$ cat src/video_pkg.sv
//////////////////////////////////////////////////////////////////////
// video types: raster position and sync, pixel formats, marker
// positions, colour modes and the crosshair colours
//////////////////////////////////////////////////////////////////////

`default_nettype none

package video_pkg;

   // pixel count within a line, up to 2047
   typedef logic [10:0] hcount_t;
   // line count within a frame
   typedef logic [9:0] vcount_t;

   // one raster position with its sync and blank levels
   typedef struct packed {
      hcount_t hcount;
      vcount_t vcount;
      // active low
      logic    hsync;
      // active low
      logic    vsync;
      // active high, outside the visible area
      logic    blank;
   } raster_t;

   // stored camera pixel, 6 bits per colour
   typedef struct packed {
      logic [5:0] red;
      logic [5:0] green;
      logic [5:0] blue;
   } pixel18_t;

   // dac pixel, 8 bits per colour
   typedef struct packed {
      logic [7:0] red;
      logic [7:0] green;
      logic [7:0] blue;
   } pixel24_t;

   // crosshair centre in raster coordinates
   typedef struct packed {
      hcount_t x;
      vcount_t y;
   } marker_pos_t;

   // which crosshairs are drawn, stepped in this order by the button
   typedef enum logic [1:0] {
      mode_green = 2'd0,
      mode_red   = 2'd1,
      mode_both  = 2'd2,
      mode_none  = 2'd3
   } color_mode_t;

   // slightly desaturated so the bars stand out on a camera image
   localparam pixel24_t red_marker_color = 24'hFF_30_30;
   localparam pixel24_t green_marker_color = 24'h30_FF_30;

endpackage

`default_nettype wire

$ cat src/video_timing.sv
//////////////////////////////////////////////////////////////////////
// raster generator: pixel and line counters with sync and blank
// levels decoded from the current position
//////////////////////////////////////////////////////////////////////

`timescale 1ns/1ps
`default_nettype none

module video_timing #(
   parameter int h_active     = 1024,
   parameter int h_sync_start = 1048,
   parameter int h_sync_end   = 1184,
   parameter int h_total      = 1344,
   parameter int v_active     = 768,
   parameter int v_sync_start = 777,
   parameter int v_sync_end   = 783,
   parameter int v_total      = 806
) (
   input  logic               clk,
   input  logic               reset,
   output video_pkg::raster_t raster
);
   import video_pkg::*;

   hcount_t hcount;
   vcount_t vcount;
   logic    line_end;
   logic    frame_end;

   assign line_end = (hcount == hcount_t'(h_total - 1));
   assign frame_end = (vcount == vcount_t'(v_total - 1));

   // one pixel per clock, line count moves on the line wrap
   always_ff @(posedge clk) begin
      if (reset) begin
         hcount <= '0;
         vcount <= '0;
      end else if (line_end) begin
         hcount <= '0;
         if (frame_end) begin
            vcount <= '0;
         end else begin
            vcount <= vcount + 1'b1;
         end
      end else begin
         hcount <= hcount + 1'b1;
      end
   end

   // flags follow the count in the same cycle
   always_comb begin
      raster.hcount = hcount;
      raster.vcount = vcount;
      raster.hsync = !((hcount >= hcount_t'(h_sync_start)) &&
                       (hcount < hcount_t'(h_sync_end)));
      raster.vsync = !((vcount >= vcount_t'(v_sync_start)) &&
                       (vcount < vcount_t'(v_sync_end)));
      raster.blank = (hcount >= hcount_t'(h_active)) ||
                     (vcount >= vcount_t'(v_active));
   end

endmodule

`default_nettype wire
$ cat config.mk
export PLATFORM = sky130hd
export DESIGN_NAME = video_timing
export DESIGN_NICKNAME = d
export VERILOG_FILES = /design/src/video_pkg.sv /design/src/video_timing.sv
export SDC_FILE = /design/constraint.sdc
export NUM_CORES = 1
export LEC_CHECK = 0
export ABC_CLOCK_PERIOD_IN_PS = 4100
export BUFFER_PORTS_ARGS = -buffer_cell sky130_fd_sc_hd__buf_2
export CAP_MARGIN = 10
export CORE_AREA = 2 2 49 51
export CTS_BUF_LIST = sky130_fd_sc_hd__clkbuf_4
export DETAILED_ROUTE_END_ITERATION = 8
export DIE_AREA = 0 0 51 53
export PLACE_DENSITY = 0.86
export SKIP_LAST_GASP = 1
export SLEW_MARGIN = 20
export SYNTH_ARGS = -nofsm -noshare
export SYNTH_HDL_FRONTEND = slang
export SYNTH_SLANG_ARGS = --single-unit
$ cat constraint.sdc
create_clock -name clk -period 4.1 [get_ports clk]
set_input_delay 0.41 -clock clk [delete_from_list [all_inputs] [get_ports clk]]
set_output_delay 0.41 -clock clk [all_outputs]
set_load 0.005 [all_outputs]
## After elaboration in Yosys (flattened, before gate mapping)

Index checks and enable logic that the tools add are counted.
W data, S select, Z words.

| word-level totals | value |
|---|---|
| bits in registers | 21 |
| input bits | 2 |
| output and inout port bits | 24 |
| word-level logic and storage cells | 19 |

| operators by class | value |
|---|---|
| $add $sub $neg | 2 |
| magnitude comparators | 6 |
| equality and inequality tests | 2 |
| muxes and demuxes | 1 |
| reductions and logical operators | 6 |

Operators by type and width:

| kind | count |
|---|---|
| $ge A11 B11 Y1 const B | 2 |
| $ge A10 B10 Y1 const B | 2 |
| $add A11 B1 Y11 const B | 1 |
| $eq A11 B11 Y1 const B | 1 |
| $lt A11 B11 Y1 const B | 1 |
| $add A10 B1 Y10 const B | 1 |
| $eq A10 B10 Y1 const B | 1 |
| $lt A10 B10 Y1 const B | 1 |
| $mux W10 | 1 |
| $logic_and A1 B1 Y1 | 2 |
| $logic_not A1 Y1 | 2 |
| $reduce_or A2 Y1 | 1 |
| $logic_or A1 B1 Y1 | 1 |

## Depth between registers and ports, before layout

Gate-level depths: netlist of the first run.

| logic depth | value |
|---|---|
| word-level depth | 3 |
| mapped depth | 6 |
| mapped depth without buffers | 6 |

## Least setup slack after synthesis of the first run

No wires, ideal clock.

| timing path | value |
|---|---|
| path type | flip-flop to flip-flop |
| from | register hcount[0] |
| to | register vcount[7] |
| library setup time | 0.070 ns |
| arrival | 1.645 ns |
| data required time | 4.030 ns |
| path slack | 2.386 ns |
| cell stages (with the launch flop) | 7 |
| path buffers | 1 |
| period minus slack after synthesis | 1.714 ns |
| path through | dfxtp_1 ha_1 and3_2 buf_2 nand3_4 or4_1 a21oi_1 |

| on the way | value |
|---|---|
| word-level cells in the longest chain between the ends | 1 |

Ends and longest elaborated chain:

| what | RTL line | source |
|---|---|---|
| start, declared | video_timing.sv:25 | `hcount_t hcount;` |
| start signal, assigned | video_timing.sv:46 | `hcount <= hcount + 1'b1;` |
| $eq A11 B11 Y1 | video_timing.sv:30 | `assign line_end = (hcount == hcount_t'(h_total - 1));` |
| end signal, assigned | video_timing.sv:43 | `vcount <= vcount + 1'b1;` |
| end, declared | video_timing.sv:26 | `vcount_t vcount;` |

No other way between the ends.
A chain may end at the register's enable or synchronous reset.

==> impl_metrics.csv, run 1 <==
group,metric,value,unit
outcome,status,"finished, final reports clean",
sta,grt_setup_unrepaired,"no",
drt,detail_routed_via_count_per_cell,5.96,
drt,dr.pass1.iters,4,
synth,synthesized_area_fraction_occupied_by_ao_oa_aoi_and_oai_cells,10.9,%
sta,worst_margin_pin_slew,0.400,ns
critical_path,worst_path_max_delay_cell,"sky130_fd_sc_hd__dfxtp_1",
cells_and_area,fin_util,62.3,%
critical_path,critical_path_arrival,1.56,ns
critical_path,start_kind,"flop",
critical_path,crit_path_start,"vcount[0]",
floorplanning,die_y,53,um
floorplanning,floorplan.core_area,2150,um^2
critical_path,r2r_setup_slack,2.28,ns
drt,post_dr_wirelength_cell,14.6,um
clocking,clock_sink_count,21,
critical_path,rr_worst_depth,5,
critical_path,cp_data_required_time,3.69,ns
clocking,cts_made_buffers,3,
clocking,post_cts.repair.setup_buffers,0,
clocking,clkSlewWorstSetupHoldPaths,0.11,ns
critical_path,crit_fanout,7,
synth,yosys.area_share.adder,5.11,%
cells_and_area,nFillCells,195,
critical_path,worstSetupEndpointType,"output port",
synth,synthesis_warning_total,0,
sta,final_hold_viol_count,0,
grt,grt_overflow_total,0,
drt,total_vias_in_the_final_route,1096,
pwr,power_density,254,nW/um^2
drt,initialDrtViolationCount,28,
sta,relSlewSlack,73.3,%
worst_hold_path,worst_hold_path_type,"input port to flop",
clocking,cts_repair_resize_count,0,
synth,yosys-top-cells-area,"sky130_fd_sc_hd__dfxtp_1 (34%), sky130_fd_sc_hd__ha_1 (5.1%), sky130_fd_sc_hd__nor2_1 (4.6%), sky130_fd_sc_hd__xnor2_1 (4.3%), sky130_fd_sc_hd__xor2_1 (3.6%)",
synth,post_synth_and_or_nand_nor_area_fraction,33.7,%
synth,asyncSetResetFlopFracSynth,0,%
drt,detail_route.wirelength,2690,um
flow_run,drv.max_cap_violation_count,0,
synth,yosys_register_bits,21,
place,io_buffer_count,25,
place,dp.cells,180,
clocking,tritoncts,"built",
clocking,clock_path_buffers,2,
clocking,clock_tree.root_cell,"sky130_fd_sc_hd__clkbuf_4",
critical_path,critical_path.endpoint,"raster[1]",
cells_and_area,post_route_cells_drive_above_1_share,25.6,%
sta,setup_viol,0,
synth,synth_top_area_share,34.4,%
synth,syn_area_per_cell,9.20,um^2
drt,drc,0,
grt,globalRouteTotalUtil,22.0,%
synth,synth.lib_cells_used.distinct,42,
floorplanning,io-pin-count,26,
sta,highest_clock_rate,508,MHz
grt,grt_pass1_vias,971,
critical_path,timing.rr.start,"hcount[0]",
critical_path,timing.rr.end,"vcount[7]",
sta,post-route-period-util,48.0,%
drt,drtAntennaViolNets,0,
floorplanning,total_die_area,2700,um^2
synth,synth_edf_count,0,
place,place_congestion,0.848,
grt,grt_pass1_wl,4460,um
critical_path,crit_path_max_incr_delay,0.40,ns
cells_and_area,final_nets,164,
synth,syn-instance-count,133,
floorplanning,width_of_the_die,51,um
floorplanning,std_cell_rows,17,
sta,worst_clock_skew_on_the_final_layout,0.00527,ns
synth,synthXorXnorAreaFrac,7.87,%
cells_and_area,antenna_cells_inserted,0,
synth,synth_top_family_by_area,"simple AND/OR/NAND/NOR gates",
sta,final_slew_viol_count,0,
synth,synthesis.area,1220,um^2
sta,layout_min_cycle_time,1.97,ns
pwr,peakVddDrop,0.156,mV
cells_and_area,area_growth_syn_to_layout,9.41,%
sta,timing.setup.tns,0,ns
critical_path,timing.critical_path.cells,"ha_1 > a221oi_1 > nand4_1 > buf_2",
critical_path,critPathKind,"flop to output port",
clocking,worst_skew_pair.late_latency,0.30,ns
cells_and_area,layout_commonest_cell,"sky130_fd_sc_hd__buf_2",
synth,synthFlopType,"sky130_fd_sc_hd__dfxtp_1",
synth,synth_fp_nets,140,
cells_and_area,instances_no_fill,184,
pwr,leak_pwr,0.558,nW
synth,synth-seq-area-share,34.4,%
clocking,total_number_of_h_tree_levels,1,
floorplanning,initial_utilization,57.0,%
synth,netlist.top_cell.by_area,"sky130_fd_sc_hd__dfxtp_1",
place,detailed_place_hpwl,1990,um
clocking,ctsHoldBuffers,0,
synth,synth.area.mux_share,0,%
grt,grt_max_degree,12,
cells_and_area,final_cell_mix,"sky130_fd_sc_hd__buf_2 (25), sky130_fd_sc_hd__dfxtp_1 (21), sky130_fd_sc_hd__nor2_1 (15), sky130_fd_sc_hd__nand3_1 (8), sky130_fd_sc_hd__nand2_1 (8)",
grt,antenna_found_initial,0,
worst min path at each step:
stage,from,cells past startpoint,to
floorplan,hcount[0],1,hcount[0]
global placement,hcount[0],1,hcount[0]
detailed placement,hcount[0],1,hcount[0]
CTS,reset,2,hcount[4]
global route,reset,2,hcount[2]
finish,reset,2,hcount[4]
registers in the layout, indices dropped and copies added (netlist names):
name / count
vcount: 10
hcount: 11
cell usage after synthesis, types with 2 or more instances:
cell / count
sky130_fd_sc_hd__nand3_1: 8
sky130_fd_sc_hd__and3_2: 3
sky130_fd_sc_hd__dfxtp_1: 21
sky130_fd_sc_hd__nand2_1: 8
sky130_fd_sc_hd__a21o_1: 2
sky130_fd_sc_hd__ha_1: 5
sky130_fd_sc_hd__nor3_1: 2
sky130_fd_sc_hd__and3_1: 2
sky130_fd_sc_hd__xnor2_1: 6
sky130_fd_sc_hd__xor2_1: 5
sky130_fd_sc_hd__nor2_1: 15
sky130_fd_sc_hd__o21ai_0: 2
sky130_fd_sc_hd__o31ai_1: 4
sky130_fd_sc_hd__inv_1: 6
sky130_fd_sc_hd__nand4_1: 6
sky130_fd_sc_hd__a21oi_1: 5
sky130_fd_sc_hd__and4_1: 2
sky130_fd_sc_hd__nor4_1: 3
sky130_fd_sc_hd__or2_2: 2
sky130_fd_sc_hd__or4_1: 4
layer usage:
layer,vias up,wire [um],track usage (%)
met5,-,0,0
met4,0,36,8.56
met2,46,1270,36.4
met3,5,176,3.39
met1,514,1210,28.6
li1,531,-,-
logic make-up after synthesis:
family / Yosys count
and+or+nand+nor: 65
DFF: 21
AOI/OAI and AO/OA: 19
buffers and inverters: 12
xor gates and xnor gates: 11
adders and majority gates: 5
where the power goes:
| part | switching (mW) | internal, mW |
|---|---|---|
| Sequential | 0.00762 | 0.208 |
| Clock | 0.0612 | 0.0446 |
| Combinational | 0.00895 | 0.00930 |
| Total | 0.0777 | 0.262 |
area by class of cell:
class / count / area [um^2] / share of cell area [%]
multi-input combinational: 100 / 706 / 52.7
tap: 28 / 35.0 / 2.62
timing repair buffer: 25 / 125 / 9.35
clock buffer: 4 / 30.0 / 2.24
inverter: 6 / 22.5 / 1.68
sequential: 21 / 420 / 31.4
metrics by stage:
stage	cell area, um^2	total power, mW	setup WS [ns]	hold slack [ns]
final	1340	0.340	2.13	0.412
after global routing	1340	0.356	1.93	0.418
after CTS	1340	0.344	2.11	0.403
after detailed placement	1310	0.239	2.31	0.487
after global placement	1310	0.238	2.38	0.466
after floorplan	1220	0.230	2.39	0.463
worst max-delay path: cells and delay by family (launching register included):
kind	cells	cell delay, ns
DFF	1	0.40
adders and majority gates	1	0.31
AOI/OAI and AO/OA	1	0.30
buffers and inverters	1	0.14
and+or+nand+nor	1	0.12
(Power assumes the default switching activity.)
==> inputs of run 2 (changes only) <==
--- a/config.mk
+++ b/config.mk
@@ -5,14 +5,14 @@
 export SDC_FILE = /design/constraint.sdc
 export NUM_CORES = 1
 export LEC_CHECK = 0
-export ABC_CLOCK_PERIOD_IN_PS = 4100
+export ABC_CLOCK_PERIOD_IN_PS = 2000
 export BUFFER_PORTS_ARGS = -buffer_cell sky130_fd_sc_hd__buf_2
 export CAP_MARGIN = 10
-export CORE_AREA = 2 2 49 51
+export CORE_AREA = 2 2 50 52
 export CTS_BUF_LIST = sky130_fd_sc_hd__clkbuf_4
 export DETAILED_ROUTE_END_ITERATION = 8
-export DIE_AREA = 0 0 51 53
-export PLACE_DENSITY = 0.86
+export DIE_AREA = 0 0 52 54
+export PLACE_DENSITY = 0.83
 export SKIP_LAST_GASP = 1
 export SLEW_MARGIN = 20
 export SYNTH_ARGS = -nofsm -noshare
==> constraint.sdc (replaced) <==
create_clock -name clk -period 2 [get_ports clk]
set_input_delay 0.2 -clock clk [delete_from_list [all_inputs] [get_ports clk]]
set_output_delay 0.2 -clock clk [all_outputs]
set_load 0.005 [all_outputs]
==> run 2 against run 1 <==
Design area is 0.75% higher. Clock-buffer cell count stayed put. Sequential share of layout area is 0.23 points lower. Sequential power is 110% higher. Die area is 3.9% higher. First-iteration DRC count is 57% lower. Register-to-register slack worse by 2.1 ns. Non-clock buffer count is 1 higher. Critical path type is now flop to flop. Critical endpoint is now vcount[7]. Highest routed layer unchanged.
==> impl_metrics.csv, run 2 (synthesis results as in run 1) <==
group,metric,value,unit
pwr,share_clk_of_total_power,30.8,%
clocking,worst_skew_pair.late_latency,0.30,ns
critical_path,start_kind,"flop",
cells_and_area,area_growth_syn_to_layout,10.2,%
place,dp.cells,183,
drt,detail_routed_via_count_per_cell,5.79,
clocking,clock_path_buffers,2,
pwr,power.share.switching,22.8,%
drt,dr.pass1.iters,4,
critical_path,critical_path_arrival,2.07,ns
clocking,clock_tree.root_cell,"sky130_fd_sc_hd__clkbuf_4",
floorplanning,std_cell_rows,18,
critical_path,crit_path_max_incr_delay,0.53,ns
critical_path,crit_fanout,9,
drt,post_dr_wirelength_cell,14.2,um
sta,layout_min_cycle_time,1.83,ns
sta,worst_margin_pin_slew,0.394,ns
pwr,peakVddDrop,0.329,mV
sta,timing.setup.tns,0,ns
sta,worst_clock_skew_on_the_final_layout,0.000993,ns
critical_path,critical_path.top_delay_family,"simple AND/OR/NAND/NOR gates",
clocking,clkSlewWorstSetupHoldPaths,0.11,ns
pwr,share_seq_of_total_power,63.6,%
clocking,post_cts.repair.setup_buffers,0,
sta,grt_setup_unrepaired,"no",
critical_path,crit_buf_inv,0,
clocking,cts_made_buffers,3,
grt,grt_overflow_total,0,
cells_and_area,layout_commonest_cell,"sky130_fd_sc_hd__buf_2",
cells_and_area,post_route_cells_drive_above_1_share,26.1,%
cells_and_area,max_flop_register,"hcount",
worst_hold_path,worst_hold_path_type,"input port to flop",
pwr,p_int,0.538,mW
critical_path,worstSetupEndpointType,"flop",
place,place_congestion,0.818,
pwr,leak_pwr,0.563,nW
cells_and_area,final_nets,165,
drt,drtAntennaViolNets,0,
drt,initialDrtViolationCount,12,
outcome,status,"finished, final reports clean",
critical_path,worst_path_max_delay_cell,"sky130_fd_sc_hd__or4_1",
clocking,cts_repair_resize_count,0,
drt,total_vias_in_the_final_route,1082,
sta,final_hold_viol_count,0,
critical_path,cp_data_required_time,2.24,ns
floorplanning,io-pin-count,26,
floorplanning,floorplan.core_area,2320,um^2
place,io_buffer_count,25,
clocking,total_number_of_h_tree_levels,1,
flow_run,drv.max_cap_violation_count,0,
pwr,power_density,517,nW/um^2
clocking,ctsHoldBuffers,0,
drt,drc,0,
cells_and_area,instances_no_fill,187,
grt,grt_pass1_wl,4440,um
drt,detail_route.wirelength,2650,um
place,detailed_place_hpwl,1970,um
clocking,clock_sink_count,21,
pwr,netSwitchingPower,0.159,mW
sta,highest_clock_rate,546,MHz
cells_and_area,nFillCells,230,
grt,grt_max_degree,12,
floorplanning,total_die_area,2810,um^2
pwr,part_of_the_power_in_combinational_logic,5.6,%
grt,grt_pass1_vias,958,
cells_and_area,antenna_cells_inserted,0,
cells_and_area,final_cell_mix,"sky130_fd_sc_hd__buf_2 (25), sky130_fd_sc_hd__dfxtp_1 (21), sky130_fd_sc_hd__nor2_1 (15), sky130_fd_sc_hd__nand3_1 (8), sky130_fd_sc_hd__nand2_1 (8)",
floorplanning,die_y,54,um
sta,setup_viol,0,
critical_path,critPathKind,"flop to flop",
cells_and_area,largest_regs,"hcount x11, vcount x10",
sta,post-route-period-util,91.6,%
clocking,tritoncts,"built",
grt,globalRouteTotalUtil,21.3,%
critical_path,timing.critical_path.cells,"ha_1 > and3_2 > nand3_4 > or4_1 > a21oi_1",
sta,final_slew_viol_count,0,
cells_and_area,number_of_flip_flops_under_the_largest_register_name,11,
floorplanning,width_of_the_die,52,um
sta,relSlewSlack,73.7,%
grt,antenna_found_initial,0,
floorplanning,initial_utilization,52.8,%
==> run 2: final cells by class <==
type / instances / area (um^2) / share of cell area (%)
multi-input combinational: 100 / 706 / 52.3
timing repair buffer: 26 / 133 / 9.83
tap: 30 / 37.5 / 2.78
clock buffer: 4 / 30.0 / 2.23
inverter: 6 / 22.5 / 1.67
sequential: 21 / 420 / 31.2
==> run 2: power by group through the flow <==
stage / sequential [mW] / clock, mW / combinational, mW
global route: 0.445 / 0.242 / 0.0434
finish: 0.443 / 0.214 / 0.0389
CTS: 0.443 / 0.223 / 0.0395
floorplan: 0.450 / 0 / 0.0227
detailed placement: 0.453 / 0 / 0.0387
global placement: 0.451 / 0 / 0.0371
==> run 2: path summary, 6_finish.rpt <==
check / slack, ns / from / depth (start not counted) / to
worst min register to register: 0.50 / hcount[0] / 1 / hcount[0]
worst min-delay path: 0.20 / reset / 2 / hcount[4]
worst max register to register: 0.17 / hcount[0] / 5 / vcount[7]
worst max-delay path: 0.17 / hcount[0] / 5 / vcount[7]
==> run 2: stage by stage <==
stage	power [mW]	util (%)	cell area (um^2)	setup slack [ns]	hold WS, ns
finish	0.697	58.1	1350	0.169	0.205
global route	0.730	58.1	1350	0.00850	0.203
CTS	0.705	58.1	1350	0.163	0.188
detailed placement	0.491	56.9	1320	0.181	0.477
global placement	0.488	56.9	1320	0.276	0.467
floorplan	0.472	-	1220	0.286	0.463
==> run 2: layer usage <==
| metal | wire length, um | global-route usage [%] |
|---|---|---|
| met1 | 1280 | 27.2 |
| met2 | 1230 | 35.4 |
| met3 | 112 | 3.33 |
| met4 | 33 | 9.21 |
| met5 | 0 | 0 |
==> inputs of run 3 (changes only) <==
==> constraint.sdc (replaced) <==
create_clock -name clk -period 2 [get_ports clk]
set_input_delay 0.4 -clock clk [delete_from_list [all_inputs] [get_ports clk]]
set_output_delay 0.4 -clock clk [all_outputs]
set_load 0.005 [all_outputs]
==> run 3 against run 2 <==
Non-clock buffer count rose by 1. Total power rose by 1.9%. Design area rose by 1.4%. Clock-buffer cell count did not move. Die area did not move. Combinational power fell by 3%. Register-to-register slack barely moved. Largest cell class unchanged. Highest routed layer unchanged.
==> impl_metrics.csv, run 3 (synthesis results as in run 1) <==
group,metric,value,unit
clocking,worst_skew_pair.late_latency,0.32,ns
outcome,status,"finished, final reports clean",
sta,post-route-period-util,93.8,%
sta,relSlewSlack,75.2,%
sta,grt_setup_unrepaired,"no",
clocking,clock_sink_count,21,
drt,post_dr_wirelength_cell,14.0,um
drt,drtAntennaViolNets,0,
pwr,share_clk_of_total_power,32.3,%
cells_and_area,final_nets,166,
sta,worst_clock_skew_on_the_final_layout,0.00994,ns
pwr,share_seq_of_total_power,62.4,%
cells_and_area,largest_regs,"hcount x11, vcount x10",
cells_and_area,area_growth_syn_to_layout,11.8,%
cells_and_area,instances_no_fill,188,
floorplanning,floorplan.core_area,2320,um^2
place,place_congestion,0.808,
critical_path,critPathKind,"flop to output port",
grt,grt_pass1_vias,977,
critical_path,timing.rr.start,"hcount[0]",
cells_and_area,layout_commonest_cell,"sky130_fd_sc_hd__buf_2",
cells_and_area,final_cell_mix,"sky130_fd_sc_hd__buf_2 (25), sky130_fd_sc_hd__dfxtp_1 (19), sky130_fd_sc_hd__nor2_1 (15), sky130_fd_sc_hd__nand3_1 (8), sky130_fd_sc_hd__nand2_1 (8)",
pwr,part_of_the_power_in_combinational_logic,5.3,%
cells_and_area,number_of_flip_flops_under_the_largest_register_name,11,
grt,grt_overflow_total,0,
grt,grt_pass1_wl,4310,um
drt,detail_route.wirelength,2640,um
critical_path,rr_worst_depth,5,
clocking,clkSlewWorstSetupHoldPaths,0.12,ns
critical_path,critical_path_arrival,1.48,ns
sta,worst_margin_pin_slew,0.372,ns
worst_hold_path,min-delay-start,"reset",
drt,drc,0,
pwr,power_density,519,nW/um^2
critical_path,crit_path_start,"vcount[0]",
floorplanning,total_die_area,2810,um^2
critical_path,cp_data_required_time,1.60,ns
floorplanning,std_cell_rows,18,
clocking,clock_tree.root_cell,"sky130_fd_sc_hd__clkbuf_4",
flow_run,drv.max_cap_violation_count,0,
sta,final_hold_viol_count,0,
floorplanning,io-pin-count,26,
grt,globalRouteTotalUtil,20.9,%
critical_path,timing.rr.end,"hcount[10]",
critical_path,worstSetupEndpointType,"output port",
floorplanning,die_y,54,um
clocking,clock_path_buffers,2,
grt,antenna_found_initial,0,
pwr,leak_pwr,0.567,nW
pwr,power.share.switching,24.2,%
sta,highest_clock_rate,533,MHz
pwr,netSwitchingPower,0.172,mW
critical_path,start_kind,"flop",
critical_path,critical_path.endpoint,"raster[1]",
drt,total_vias_in_the_final_route,1105,
clocking,ctsHoldBuffers,0,
drt,detail_routed_via_count_per_cell,5.88,
place,dp.cells,184,
pwr,peakVddDrop,0.480,mV
place,io_buffer_count,25,
cells_and_area,max_flop_register,"hcount",
sta,setup_viol,0,
clocking,total_number_of_h_tree_levels,1,
floorplanning,initial_utilization,52.8,%
sta,final_slew_viol_count,0,
worst_hold_path,worst_hold_path_type,"input port to flop",
drt,initialDrtViolationCount,10,
place,detailed_place_hpwl,1900,um
critical_path,r2r_setup_slack,0.18,ns
critical_path,crit_fanout,7,
cells_and_area,antenna_cells_inserted,0,
pwr,p_int,0.538,mW
cells_and_area,nFillCells,203,
clocking,tritoncts,"built",
sta,timing.setup.tns,0,ns
drt,dr.pass1.iters,4,
sta,layout_min_cycle_time,1.88,ns
floorplanning,width_of_the_die,52,um
cells_and_area,post_route_cells_drive_above_1_share,29.1,%
grt,grt_max_degree,12,
clocking,cts_made_buffers,3,
## run 3: routing by layer
layer	wire length, um	GRT usage (%)
met5	0	0
met4	52	10.5
met3	108	3.33
met2	1270	35.4
met1	1210	25.7
## run 3: what timing repair did
item,in CTS,in global routing
pin swaps,0,1
setup buffers,0,0
gates resized for setup,2,2
endpoints found under the setup margin,1,1
hold endpoints to repair,0,0
## run 3: power by group through the flow
stage / Sequential, mW / Clock [mW] / Combinational [mW]
final: 0.443 / 0.229 / 0.0378
after global routing: 0.445 / 0.246 / 0.0426
after CTS: 0.443 / 0.236 / 0.0383
after detailed placement: 0.452 / 0 / 0.0379
after global placement: 0.451 / 0 / 0.0372
after floorplan: 0.450 / 0 / 0.0227
## run 3: critical path: stages, from the launching register on
cell	delay [ns]
sky130_fd_sc_hd__dfxtp_2	0.42
sky130_fd_sc_hd__inv_1	0.06
sky130_fd_sc_hd__ha_1	0.20
sky130_fd_sc_hd__a221oi_2	0.24
sky130_fd_sc_hd__nand4_1	0.11
sky130_fd_sc_hd__buf_2	0.14
## run 3: area by class of cell
| cell class | instances | area (um^2) | share of cell area (%) |
|---|---|---|---|
| multi-input cells | 100 | 714 | 52.2 |
| flip-flops and latches | 21 | 423 | 30.9 |
| repair buffers | 27 | 140 | 10.2 |
| well taps | 30 | 37.5 | 2.74 |
| clock buffers | 4 | 30.0 | 2.20 |
| inverters | 6 | 22.5 | 1.65 |
## run 3: how the worst min path moves through the flow
stage                            to  slack [ns]  cells past startpoint
after global placement    hcount[0]        0.47                      1
after CTS                 hcount[2]        0.37                      2
after global routing      hcount[2]        0.38                      2
final                     hcount[2]        0.39                      2
after detailed placement  hcount[0]        0.48                      1
after floorplan           hcount[0]        0.46                      1
## run 3: per-stage QoR
stage | total power, mW | area [um^2] | setup slack, ns | hold slack, ns | util, %
final | 0.710 | 1370 | 0.125 | 0.388 | 59.0
after global routing | 0.734 | 1370 | 0.00668 | 0.382 | 59.0
after CTS | 0.717 | 1360 | 0.0431 | 0.375 | 58.6
after detailed placement | 0.490 | 1330 | 0.210 | 0.480 | 57.2
after global placement | 0.488 | 1330 | 0.279 | 0.470 | 57.2
after floorplan | 0.472 | 1220 | 0.286 | 0.463 | -
